<file path="config.mk">
export PLATFORM = sky130hd
export DESIGN_NAME = ac_unit
export DESIGN_NICKNAME = d
export VERILOG_FILES = /design/src/common/pdp8_pkg.sv /design/src/verilog/ac_unit.sv /design/src/eae/eae_unit.sv /design/src/verilog/ac_mq_regs.sv /design/src/verilog/operate_unit.sv /design/src/verilog/phase_sequencer.sv
export SDC_FILE = /design/constraint.sdc
export NUM_CORES = 1
export LEC_CHECK = 0
export BUFFER_PORTS_ARGS = -buffer_cell sky130_fd_sc_hd__buf_2
export CAP_MARGIN = 5
export CORE_ASPECT_RATIO = 1.5
export CORE_MARGIN = 1
export CORE_UTILIZATION = 25
export DETAILED_ROUTE_END_ITERATION = 12
export PLACE_DENSITY = 0.45
export RECOVER_POWER = 100
export SLEW_MARGIN = 40
export SYNTH_ARGS = -nofsm -noshare
export SYNTH_HDL_FRONTEND = slang
export SYNTH_HIERARCHICAL = 1
export SYNTH_SLANG_ARGS = --single-unit
export TNS_END_PERCENT = 100
</file>
<file path="constraint.sdc">
create_clock -name clk -period 5.5 [get_ports clk]
set_input_delay 0.55 -clock clk [delete_from_list [all_inputs] [get_ports clk]]
set_output_delay 0.55 -clock clk [all_outputs]
set_load 0.05 [all_outputs]
</file>
<file path="src/common/pdp8_pkg.sv">
`default_nettype none

package pdp8_pkg;

    typedef logic [0:11] word_t;  // bit 0 is the msb, as on the pdp-8

    typedef logic [0:4] sc_t;  // eae step counter

    // memory reference layout
    typedef struct packed {
        logic [0:2] opcode;
        logic       indirect;
        logic       page;  // set for current page
        logic [0:6] offset;
    } mem_view_t;

    // operate layout, group 1 bit names
    typedef struct packed {
        logic [0:2] opcode;
        logic       group;  // 0 selects group 1
        logic       cla;
        logic       cll;
        logic       cma;
        logic       cml;
        logic       rar;
        logic       ral;
        logic       bsw;  // doubles a rotate, or swaps bytes alone
        logic       iac;
    } opr_view_t;

    typedef union packed {
        mem_view_t mem;
        opr_view_t opr;
    } instr_t;

    typedef enum logic [3:0] {
        IDLE,
        F1,    // operate, clear and complement
        F2,    // operate, increment
        F3,    // operate, rotate
        E2,    // and, tad
        E3,    // dca
        EAE0,  // eae setup
        EAE1   // eae iteration
    } phase_t;

    localparam logic [0:2] OP_AND = 3'o0;
    localparam logic [0:2] OP_TAD = 3'o1;
    localparam logic [0:2] OP_DCA = 3'o3;
    localparam logic [0:2] OP_OPR = 3'o7;

    localparam word_t EAE_MUL = 12'o7405;
    localparam word_t EAE_DIV = 12'o7407;
    localparam word_t EAE_SHL = 12'o7413;
    localparam word_t EAE_ASR = 12'o7415;
    localparam word_t EAE_LSR = 12'o7417;

    localparam word_t MQ_MQL = 12'o7421;
    localparam word_t MQ_MQA = 12'o7501;
    localparam word_t MQ_SWP = 12'o7521;
    localparam word_t MQ_CLA = 12'o7601;
    localparam word_t MQ_CAM = 12'o7621;
    localparam word_t MQ_ACL = 12'o7701;

    localparam int SHIFT_LIMIT = 24;  // shift field value that clears everything

endpackage

`default_nettype wire
</file>
<file path="src/verilog/ac_unit.sv">
`timescale 1ns/1ns
`default_nettype none

module ac_unit (
    input  wire logic             clk,
    input  wire logic             reset,
    input  wire logic             start,        // one cycle pulse
    input  wire pdp8_pkg::instr_t instruction,  // held until done, like operand
    input  wire pdp8_pkg::word_t  operand,
    output pdp8_pkg::word_t       ac,
    output pdp8_pkg::word_t       mq,
    output logic                  link,
    output logic                  busy,
    output logic                  done
);

    pdp8_pkg::phase_t phase;
    logic             eae_loop;

    logic             op_we;
    pdp8_pkg::word_t  op_ac;
    pdp8_pkg::word_t  op_mq;
    logic             op_link;

    logic             eae_we;
    pdp8_pkg::word_t  eae_ac;
    pdp8_pkg::word_t  eae_mq;
    logic             eae_link;

    phase_sequencer u_seq (
        .clk         (clk),
        .reset       (reset),
        .start       (start),
        .instruction (instruction),
        .eae_loop    (eae_loop),
        .phase       (phase),
        .busy        (busy),
        .done        (done)
    );

    operate_unit u_opr (
        .phase       (phase),
        .instruction (instruction),
        .operand     (operand),
        .ac          (ac),
        .mq          (mq),
        .link        (link),
        .op_we       (op_we),
        .ac_next     (op_ac),
        .mq_next     (op_mq),
        .link_next   (op_link)
    );

    eae_unit u_eae (
        .clk         (clk),
        .reset       (reset),
        .phase       (phase),
        .instruction (instruction),
        .operand     (operand),
        .ac          (ac),
        .mq          (mq),
        .link        (link),
        .eae_loop    (eae_loop),
        .eae_we      (eae_we),
        .ac_next     (eae_ac),
        .mq_next     (eae_mq),
        .link_next   (eae_link)
    );

    ac_mq_regs u_regs (
        .clk      (clk),
        .reset    (reset),
        .op_we    (op_we),
        .eae_we   (eae_we),
        .op_ac    (op_ac),
        .op_mq    (op_mq),
        .eae_ac   (eae_ac),
        .eae_mq   (eae_mq),
        .op_link  (op_link),
        .eae_link (eae_link),
        .ac       (ac),
        .mq       (mq),
        .link     (link)
    );

endmodule

`default_nettype wire

</file>
<file path="src/eae/eae_unit.sv">
`timescale 1ns/1ns
`default_nettype none

module eae_unit (
    input  wire logic             clk,
    input  wire logic             reset,
    input  wire pdp8_pkg::phase_t phase,
    input  wire pdp8_pkg::instr_t instruction,
    input  wire pdp8_pkg::word_t  operand,
    input  wire pdp8_pkg::word_t  ac,
    input  wire pdp8_pkg::word_t  mq,
    input  wire logic             link,
    output logic                  eae_loop,
    output logic                  eae_we,
    output pdp8_pkg::word_t       ac_next,
    output pdp8_pkg::word_t       mq_next,
    output logic                  link_next
);

    pdp8_pkg::word_t code;
    pdp8_pkg::sc_t   sc;
    pdp8_pkg::sc_t   sc_next;
    pdp8_pkg::sc_t   count;
    logic            loop_next;
    logic            saturate;
    logic [0:12]     div_ov;   // msb set when ac is below the divisor
    logic [0:12]     div_try;  // trial subtract of one quotient step
    logic [0:12]     mul_sum;

    assign code     = instruction;
    assign count    = operand[7:11];
    assign saturate = count >= pdp8_pkg::SHIFT_LIMIT;
    assign div_ov   = {1'b0, ac} - {1'b0, operand};
    assign div_try  = {ac, mq[0]} - {1'b0, operand};
    assign mul_sum  = {1'b0, ac} + {1'b0, (mq[11] ? operand : 12'o0000)};

    always_comb
    begin
        eae_we    = 1'b0;
        ac_next   = ac;
        mq_next   = mq;
        link_next = link;
        sc_next   = sc;
        loop_next = eae_loop;
        case (phase)
            pdp8_pkg::EAE0:
            begin
                eae_we    = 1'b1;
                loop_next = 1'b0;
                case (code)
                    pdp8_pkg::EAE_MUL:
                    begin
                        link_next = 1'b0;
                        sc_next   = 5'd12;
                        loop_next = 1'b1;
                    end
                    pdp8_pkg::EAE_DIV:
                    begin
                        sc_next   = div_ov[0] ? 5'd12 : 5'd0;
                        link_next = !div_ov[0];  // link flags divide overflow
                        loop_next = div_ov[0];
                    end
                    pdp8_pkg::EAE_SHL,
                    pdp8_pkg::EAE_LSR,
                    pdp8_pkg::EAE_ASR:
                    begin
                        // asr keeps the sign in the link, the others shift in zero
                        link_next = (code == pdp8_pkg::EAE_ASR) ? ac[0] : 1'b0;
                        if (saturate)
                        begin
                            ac_next = {12{link_next}};
                            mq_next = {12{link_next}};
                            sc_next = 5'd0;
                        end
                        else
                        begin
                            sc_next   = count + 5'd1;
                            loop_next = 1'b1;
                        end
                    end
                    default: eae_we = 1'b0;
                endcase
            end
            pdp8_pkg::EAE1:
                if (eae_loop)
                begin
                    eae_we    = 1'b1;
                    sc_next   = sc - 5'd1;
                    loop_next = (sc != 5'd1);
                    case (code)
                        pdp8_pkg::EAE_MUL: {ac_next, mq_next} = {mul_sum, mq[0:10]};
                        pdp8_pkg::EAE_DIV:
                            if (!div_try[0])  // divisor fits, keep the difference
                            begin
                                ac_next = div_try[1:12];
                                mq_next = {mq[1:11], 1'b1};
                            end
                            else
                            begin
                                ac_next = {ac[1:11], mq[0]};
                                mq_next = {mq[1:11], 1'b0};
                            end
                        pdp8_pkg::EAE_SHL: {link_next, ac_next, mq_next} = {ac, mq, 1'b0};
                        pdp8_pkg::EAE_ASR,
                        pdp8_pkg::EAE_LSR: {ac_next, mq_next} = {link, ac, mq[0:10]};
                        default:
                        begin
                            eae_we    = 1'b0;
                            loop_next = 1'b0;
                        end
                    endcase
                end
            default: ;
        endcase
    end

    always_ff @(posedge clk)
    begin
        if (reset)
        begin
            sc       <= 5'd0;
            eae_loop <= 1'b0;
        end
        else
        begin
            sc       <= sc_next;
            eae_loop <= loop_next;
        end
    end

    sc_bound: assert property (@(posedge clk) disable iff (reset) eae_loop |-> sc <= 5'd25);

endmodule

`default_nettype wire

</file>
<file path="src/verilog/ac_mq_regs.sv">
`timescale 1ns/1ns
`default_nettype none

module ac_mq_regs (
    input  wire logic            clk,
    input  wire logic            reset,
    input  wire logic            op_we,
    input  wire logic            eae_we,
    input  wire pdp8_pkg::word_t op_ac,
    input  wire pdp8_pkg::word_t op_mq,
    input  wire pdp8_pkg::word_t eae_ac,
    input  wire pdp8_pkg::word_t eae_mq,
    input  wire logic            op_link,
    input  wire logic            eae_link,
    output pdp8_pkg::word_t      ac,
    output pdp8_pkg::word_t      mq,
    output logic                 link
);

    always_ff @(posedge clk)
    begin
        if (reset)
        begin
            ac   <= 12'o0000;
            mq   <= 12'o0000;
            link <= 1'b0;
        end
        else if (op_we)
        begin
            ac   <= op_ac;
            mq   <= op_mq;
            link <= op_link;
        end
        else if (eae_we)
        begin
            ac   <= eae_ac;
            mq   <= eae_mq;
            link <= eae_link;
        end
    end

    // the units own disjoint phases
    one_writer: assert property (@(posedge clk) disable iff (reset) !(op_we && eae_we));

endmodule

`default_nettype wire

</file>
<file path="src/verilog/operate_unit.sv">
`timescale 1ns/1ns
`default_nettype none

module operate_unit (
    input  wire pdp8_pkg::phase_t phase,
    input  wire pdp8_pkg::instr_t instruction,
    input  wire pdp8_pkg::word_t  operand,
    input  wire pdp8_pkg::word_t  ac,
    input  wire pdp8_pkg::word_t  mq,
    input  wire logic             link,
    output logic                  op_we,
    output pdp8_pkg::word_t       ac_next,
    output pdp8_pkg::word_t       mq_next,
    output logic                  link_next
);

    pdp8_pkg::word_t code;
    logic            group1;

    assign code   = instruction;
    assign group1 = (instruction.opr.opcode == pdp8_pkg::OP_OPR) && !instruction.opr.group;

    always_comb
    begin
        op_we     = 1'b0;
        ac_next   = ac;
        mq_next   = mq;
        link_next = link;
        case (phase)
            pdp8_pkg::F1:
                if (group1)
                begin
                    // clear first, then complement
                    op_we     = instruction.opr.cla | instruction.opr.cll |
                                instruction.opr.cma | instruction.opr.cml;
                    ac_next   = (instruction.opr.cla ? 12'o0000 : ac) ^ {12{instruction.opr.cma}};
                    link_next = (link & ~instruction.opr.cll) ^ instruction.opr.cml;
                end
                else
                begin
                    op_we = 1'b1;
                    case (code)
                        pdp8_pkg::MQ_MQL:
                        begin
                            mq_next = ac;
                            ac_next = 12'o0000;
                        end
                        pdp8_pkg::MQ_MQA: ac_next = ac | mq;
                        pdp8_pkg::MQ_SWP:
                        begin
                            mq_next = ac;
                            ac_next = mq;
                        end
                        pdp8_pkg::MQ_CLA: ac_next = 12'o0000;
                        pdp8_pkg::MQ_CAM:
                        begin
                            mq_next = 12'o0000;
                            ac_next = 12'o0000;
                        end
                        pdp8_pkg::MQ_ACL: ac_next = mq;  // cla then mqa
                        default:          op_we   = 1'b0;
                    endcase
                end
            pdp8_pkg::F2:
                if (group1 && instruction.opr.iac)
                begin
                    op_we                = 1'b1;
                    {link_next, ac_next} = {link, ac} + 13'd1;
                end
            pdp8_pkg::F3:
                if (group1)
                begin
                    op_we = 1'b1;
                    case ({instruction.opr.rar, instruction.opr.ral, instruction.opr.bsw})
                        3'b001: ac_next = {ac[6:11], ac[0:5]};  // bsw
                        3'b010: {link_next, ac_next} = {ac, link};  // ral
                        3'b011: {link_next, ac_next} = {ac[1:11], link, ac[0]};  // rtl
                        3'b100: {link_next, ac_next} = {ac[11], link, ac[0:10]};  // rar
                        3'b101: {link_next, ac_next} = {ac[10:11], link, ac[0:9]};  // rtr
                        default: op_we = 1'b0;
                    endcase
                end
            pdp8_pkg::E2:
                case (instruction.mem.opcode)
                    pdp8_pkg::OP_AND:
                    begin
                        op_we   = 1'b1;
                        ac_next = ac & operand;
                    end
                    pdp8_pkg::OP_TAD:
                    begin
                        op_we                = 1'b1;
                        {link_next, ac_next} = {link, ac} + {1'b0, operand};  // carry flips link
                    end
                    default: ;
                endcase
            pdp8_pkg::E3:
                if (instruction.mem.opcode == pdp8_pkg::OP_DCA)
                begin
                    op_we   = 1'b1;
                    ac_next = 12'o0000;  // ac already went to memory
                end
            default: ;
        endcase
    end

endmodule

`default_nettype wire

</file>
<file path="src/verilog/phase_sequencer.sv">
`timescale 1ns/1ns
`default_nettype none

module phase_sequencer (
    input  wire logic             clk,
    input  wire logic             reset,
    input  wire logic             start,
    input  wire pdp8_pkg::instr_t instruction,
    input  wire logic             eae_loop,
    output pdp8_pkg::phase_t      phase,
    output logic                  busy,
    output logic                  done
);

    pdp8_pkg::word_t  code;
    pdp8_pkg::phase_t first_phase;

    assign code = instruction;

    // entry phase picked from the opcode
    always_comb
    begin
        case (instruction.mem.opcode)
            pdp8_pkg::OP_AND,
            pdp8_pkg::OP_TAD,
            pdp8_pkg::OP_DCA: first_phase = pdp8_pkg::E2;
            pdp8_pkg::OP_OPR:
                case (code)
                    pdp8_pkg::EAE_MUL,
                    pdp8_pkg::EAE_DIV,
                    pdp8_pkg::EAE_SHL,
                    pdp8_pkg::EAE_ASR,
                    pdp8_pkg::EAE_LSR: first_phase = pdp8_pkg::EAE0;
                    default:           first_phase = pdp8_pkg::F1;
                endcase
            default: first_phase = pdp8_pkg::F1;  // iot and the rest run as a no-op
        endcase
    end

    always_ff @(posedge clk)
    begin
        if (reset)
        begin
            phase <= pdp8_pkg::IDLE;
            busy  <= 1'b0;
            done  <= 1'b0;
        end
        else
        begin
            done <= 1'b0;
            case (phase)
                pdp8_pkg::IDLE:
                    if (start)
                    begin
                        phase <= first_phase;
                        busy  <= 1'b1;
                    end
                pdp8_pkg::F1:   phase <= pdp8_pkg::F2;
                pdp8_pkg::F2:   phase <= pdp8_pkg::F3;
                pdp8_pkg::E2:   phase <= pdp8_pkg::E3;
                pdp8_pkg::EAE0: phase <= pdp8_pkg::EAE1;
                pdp8_pkg::EAE1:
                    if (!eae_loop)  // last step already written
                    begin
                        phase <= pdp8_pkg::IDLE;
                        busy  <= 1'b0;
                        done  <= 1'b1;
                    end
                default:  // F3, E3
                begin
                    phase <= pdp8_pkg::IDLE;
                    busy  <= 1'b0;
                    done  <= 1'b1;
                end
            endcase
        end
    end

    done_single: assert property (@(posedge clk) disable iff (reset) done |=> !done);

    idle_when_free: assert property (@(posedge clk) disable iff (reset)
        !busy |-> phase == pdp8_pkg::IDLE);

endmodule

`default_nettype wire

</file>
==> impl_metrics.tcl <==
set metrics [dict create \
    hold_class "reg -> reg" \
    postCtsHoldBufs 0 \
    drv_cap 2 \
    final_area_um2 8517 \
    hold_violations 0 \
    numCtsBuffers 5 \
    synthXorXnorAreaFrac 0.03972 \
    worst_setup_path_start_kind "flip-flop" \
    maxSlewViolCount 46 \
    syn_avg_cell_area_um2 7.249 \
    htreeDepth 2 \
    wl_per_cell_um 23.85 \
    power_frac_seq 0.307 \
    yosysTopAreaCellShare 0.09079 \
    cts_resized 0 \
    synthFlopType "dfxtp_1" \
    drt_drc_violations_left 0 \
    finalCriticalPeriod_ns 4.457 \
    coreArea_um2 31140 \
    start_util 0.2549 \
    grt_pass1_vias 8675 \
    ir_drop_uv 95.86 \
    nets 1174 \
    ys_types 108 \
    setup_tns_ns 0 \
    postCtsSetupRepairBufs 0 \
    die_h_um 220.2 \
    netlist_top_cells_area "dfxtp_1, ha_1, nand2_1" \
    die_w_um 147.5 \
    rows 79 \
    clockPowerShare 0.279 \
    p_switching_uw 423.3 \
    final_common_cell "nand2_1" \
    synth_compound_area_frac 0.3621 \
    path_max_fanout 23 \
    worstMarginPinSlew_ns 1.663 \
    routed_wl_um 35710 \
    whs_path_depth 2 \
    required_ns 5.69 \
    grt_max_degree 47 \
    worstPathArrival_ns 4.65 \
    first_pass_iters 6 \
    power_frac_comb 0.414 \
    n_antenna_cell 0 \
    cts.sinks 36 \
    synthSimpleGateAreaFrac 0.2842 \
    grt_pass1_wl_um 53720 \
    vias 9033 \
    antenna_left 0 \
    drtIter0Drc 878 \
    drive_gt1_frac 0.1007 \
    antenna_found_initial 0 \
    leakage_uw 0.003149 \
    synth_seq_area_share 0.09079 \
    status "complete, but fails checks" \
    ys_seq_elements 36 \
    placed_cell_area_um2 8444 \
    grt_overflow 0 \
    fmaxAchievable_mhz 224.4 \
    failed_checks "capacitance limit, slew limit" \
    port_buffers 53 \
    syn2layout_area_growth_pct 7.298 \
    final_cell_mix "nand2_1, a21oi_1, o21ai_0, nor2_1, ha_1" \
    clkTransAtPathRegs_ns 0.06 \
    slew_headroom -0.1088 \
    dieArea_um2 32480 \
    ios 54 \
    synth_area_um2 7938 \
    reg2reg_depth 11 \
    setup_viol 0 \
    yosysWarnings 6 \
    grt_usage 0.2169 \
    intPower_uw 573.1 \
    finalCritPeriodShare 0.8103 \
    rsz0062_at_grt "no" \
    yosys.area.top_type "dfxtp_1" \
    worstSetupPathType "reg -> reg" \
    synthArstFlopShare 0 \
    synth_mux_area_frac 0.06069 \
    powerDensity_nw_per_um2 117.0 \
    syn_nets 1177 \
    gp_congestion 0.9269 \
    synth-adder-area-share 0.08953 \
    cts_tree "done" \
    cp-end-kind "flip-flop" \
    synth_top_family_by_area "compound AO/OA/AOI/OAI gates" \
    detailedPlacementHpwl_um 26320 \
    clockBufferDepth 2 \
    clock_latency_ns 0.29 \
    syn_inst 1095 \
    via_per_inst 6.034 \
    sw_frac_of_total 0.4248 \
    cts-root-buf "clkbuf_16" \
    synth-edff-count 0 \
    finalClockSkew_ns 0.003696 \
]
layer usage:
| layer | part of all wire | global-route usage | vias to the layer above |
|---|---|---|---|
| met1 | 0.40 | 0.2458 | 4365 |
| met5 | 0 | 0 | - |
| met4 | 0.064 | 0.1364 | 0 |
| li1 | - | - | 4181 |
| met3 | 0.038 | 0.01526 | 106 |
| met2 | 0.50 | 0.3939 | 381 |
synth_stat cells (6+ instances only):
| cell type | n |
|---|---|
| o22ai_1 | 9 |
| a22oi_1 | 7 |
| ha_1 | 52 |
| nor2b_1 | 39 |
| nand3b_1 | 7 |
| nand2b_1 | 9 |
| a22o_1 | 12 |
| a211o_1 | 7 |
| nor2_1 | 56 |
| xor2_1 | 12 |
| and2_1 | 17 |
| and3_1 | 15 |
| o211ai_1 | 23 |
| buf_2 | 20 |
| o21ai_1 | 6 |
| o21a_1 | 12 |
| a21oi_1 | 77 |
| clkbuf_1 | 41 |
| buf_4 | 9 |
| a21o_1 | 20 |
| nand3_1 | 32 |
| nand4_1 | 14 |
| o21ai_0 | 65 |
| a221oi_1 | 14 |
| nand2_1 | 119 |
| or3_1 | 7 |
| xnor2_1 | 24 |
| dfxtp_1 | 36 |
| inv_1 | 34 |
| a211oi_1 | 36 |
| a221o_1 | 21 |
| a31oi_1 | 14 |
| mux2i_1 | 38 |
| nor3_1 | 28 |
| mux2_2 | 9 |
power by group through the flow:
stage	Clock, uW	Sequential, uW	Combinational (uW)
after CTS	281	305	410
after global routing	291	308	444
final	278	306	412
after global placement	0	311	407
after detailed placement	0	311	408
after floorplan	0	318	271
area by class of cell:
class	instances	area [um^2]
timing repair buffer	74	371.6
clock inverter	1	5.005
sequential	36	723.2
multi-input combinational	940	6650
tap	405	506.7
inverter	35	131.4
clock buffer	6	128.9
fill	3482	22620
cells by family after synthesis:
kind of cell,count (synthesis)
AO/OA/AOI/OAI,401
flip-flops,36
buffers and inverters,119
other,1
AND/OR/NAND/NOR,400
adder cells (fa/ha/maj),55
XOR/XNOR,36
multiplexers,47
stage by stage:
step,total power [uW],utilization,setup slack (ns),hold slack [ns],std cells
finish,996.4,0.2735,1.043,0.4688,1497
global placement,717.7,0.2707,1.516,0.4585,1490
floorplan,589.1,-,2.126,0.4925,1095
CTS,997.0,0.2755,1.623,0.4702,1497
global route,1044,0.2735,0.8109,0.4890,1497
detailed placement,719.0,0.2712,1.498,0.4611,1490
path summary, 6_finish.rpt:
| path | start | end | slack (ns) |
|---|---|---|---|
| setup / recovery | u_regs/ac[10]$_SDFFE_PP0P_ | u_regs/ac[6]$_SDFFE_PP0P_ | 1.04 |
| hold / removal | u_seq/busy$_SDFFE_PP0P_ | u_seq/busy$_SDFFE_PP0P_ | 0.47 |
| setup reg to reg | u_regs/ac[10]$_SDFFE_PP0P_ | u_regs/ac[6]$_SDFFE_PP0P_ | 1.04 |
| hold reg to reg | u_seq/busy$_SDFFE_PP0P_ | u_seq/busy$_SDFFE_PP0P_ | 0.47 |
worst max-delay path, stage by stage (launching register included):
cell      delay, ns
dfxtp_1        0.30
clkbuf_1       1.17
ha_1           0.50
a21oi_1        0.21
o21ai_0        0.18
mux2i_1        0.32
nand3_1        0.38
o311ai_1       0.47
o21ai_0        0.16
a22oi_1        0.23
mux2i_1        0.13
a211oi_1       0.31
sequential cells by signal, summed over array words and instances (netlist names):
signal,flops
u_regs/ac,12
u_regs/mq,12
u_eae/sc,5
u_seq/phase,3
u_eae/eae_loop,1
u_regs/link,1
u_seq/busy,1
u_seq/done,1
No activity file was read; power rests on OpenSTA's default activity.
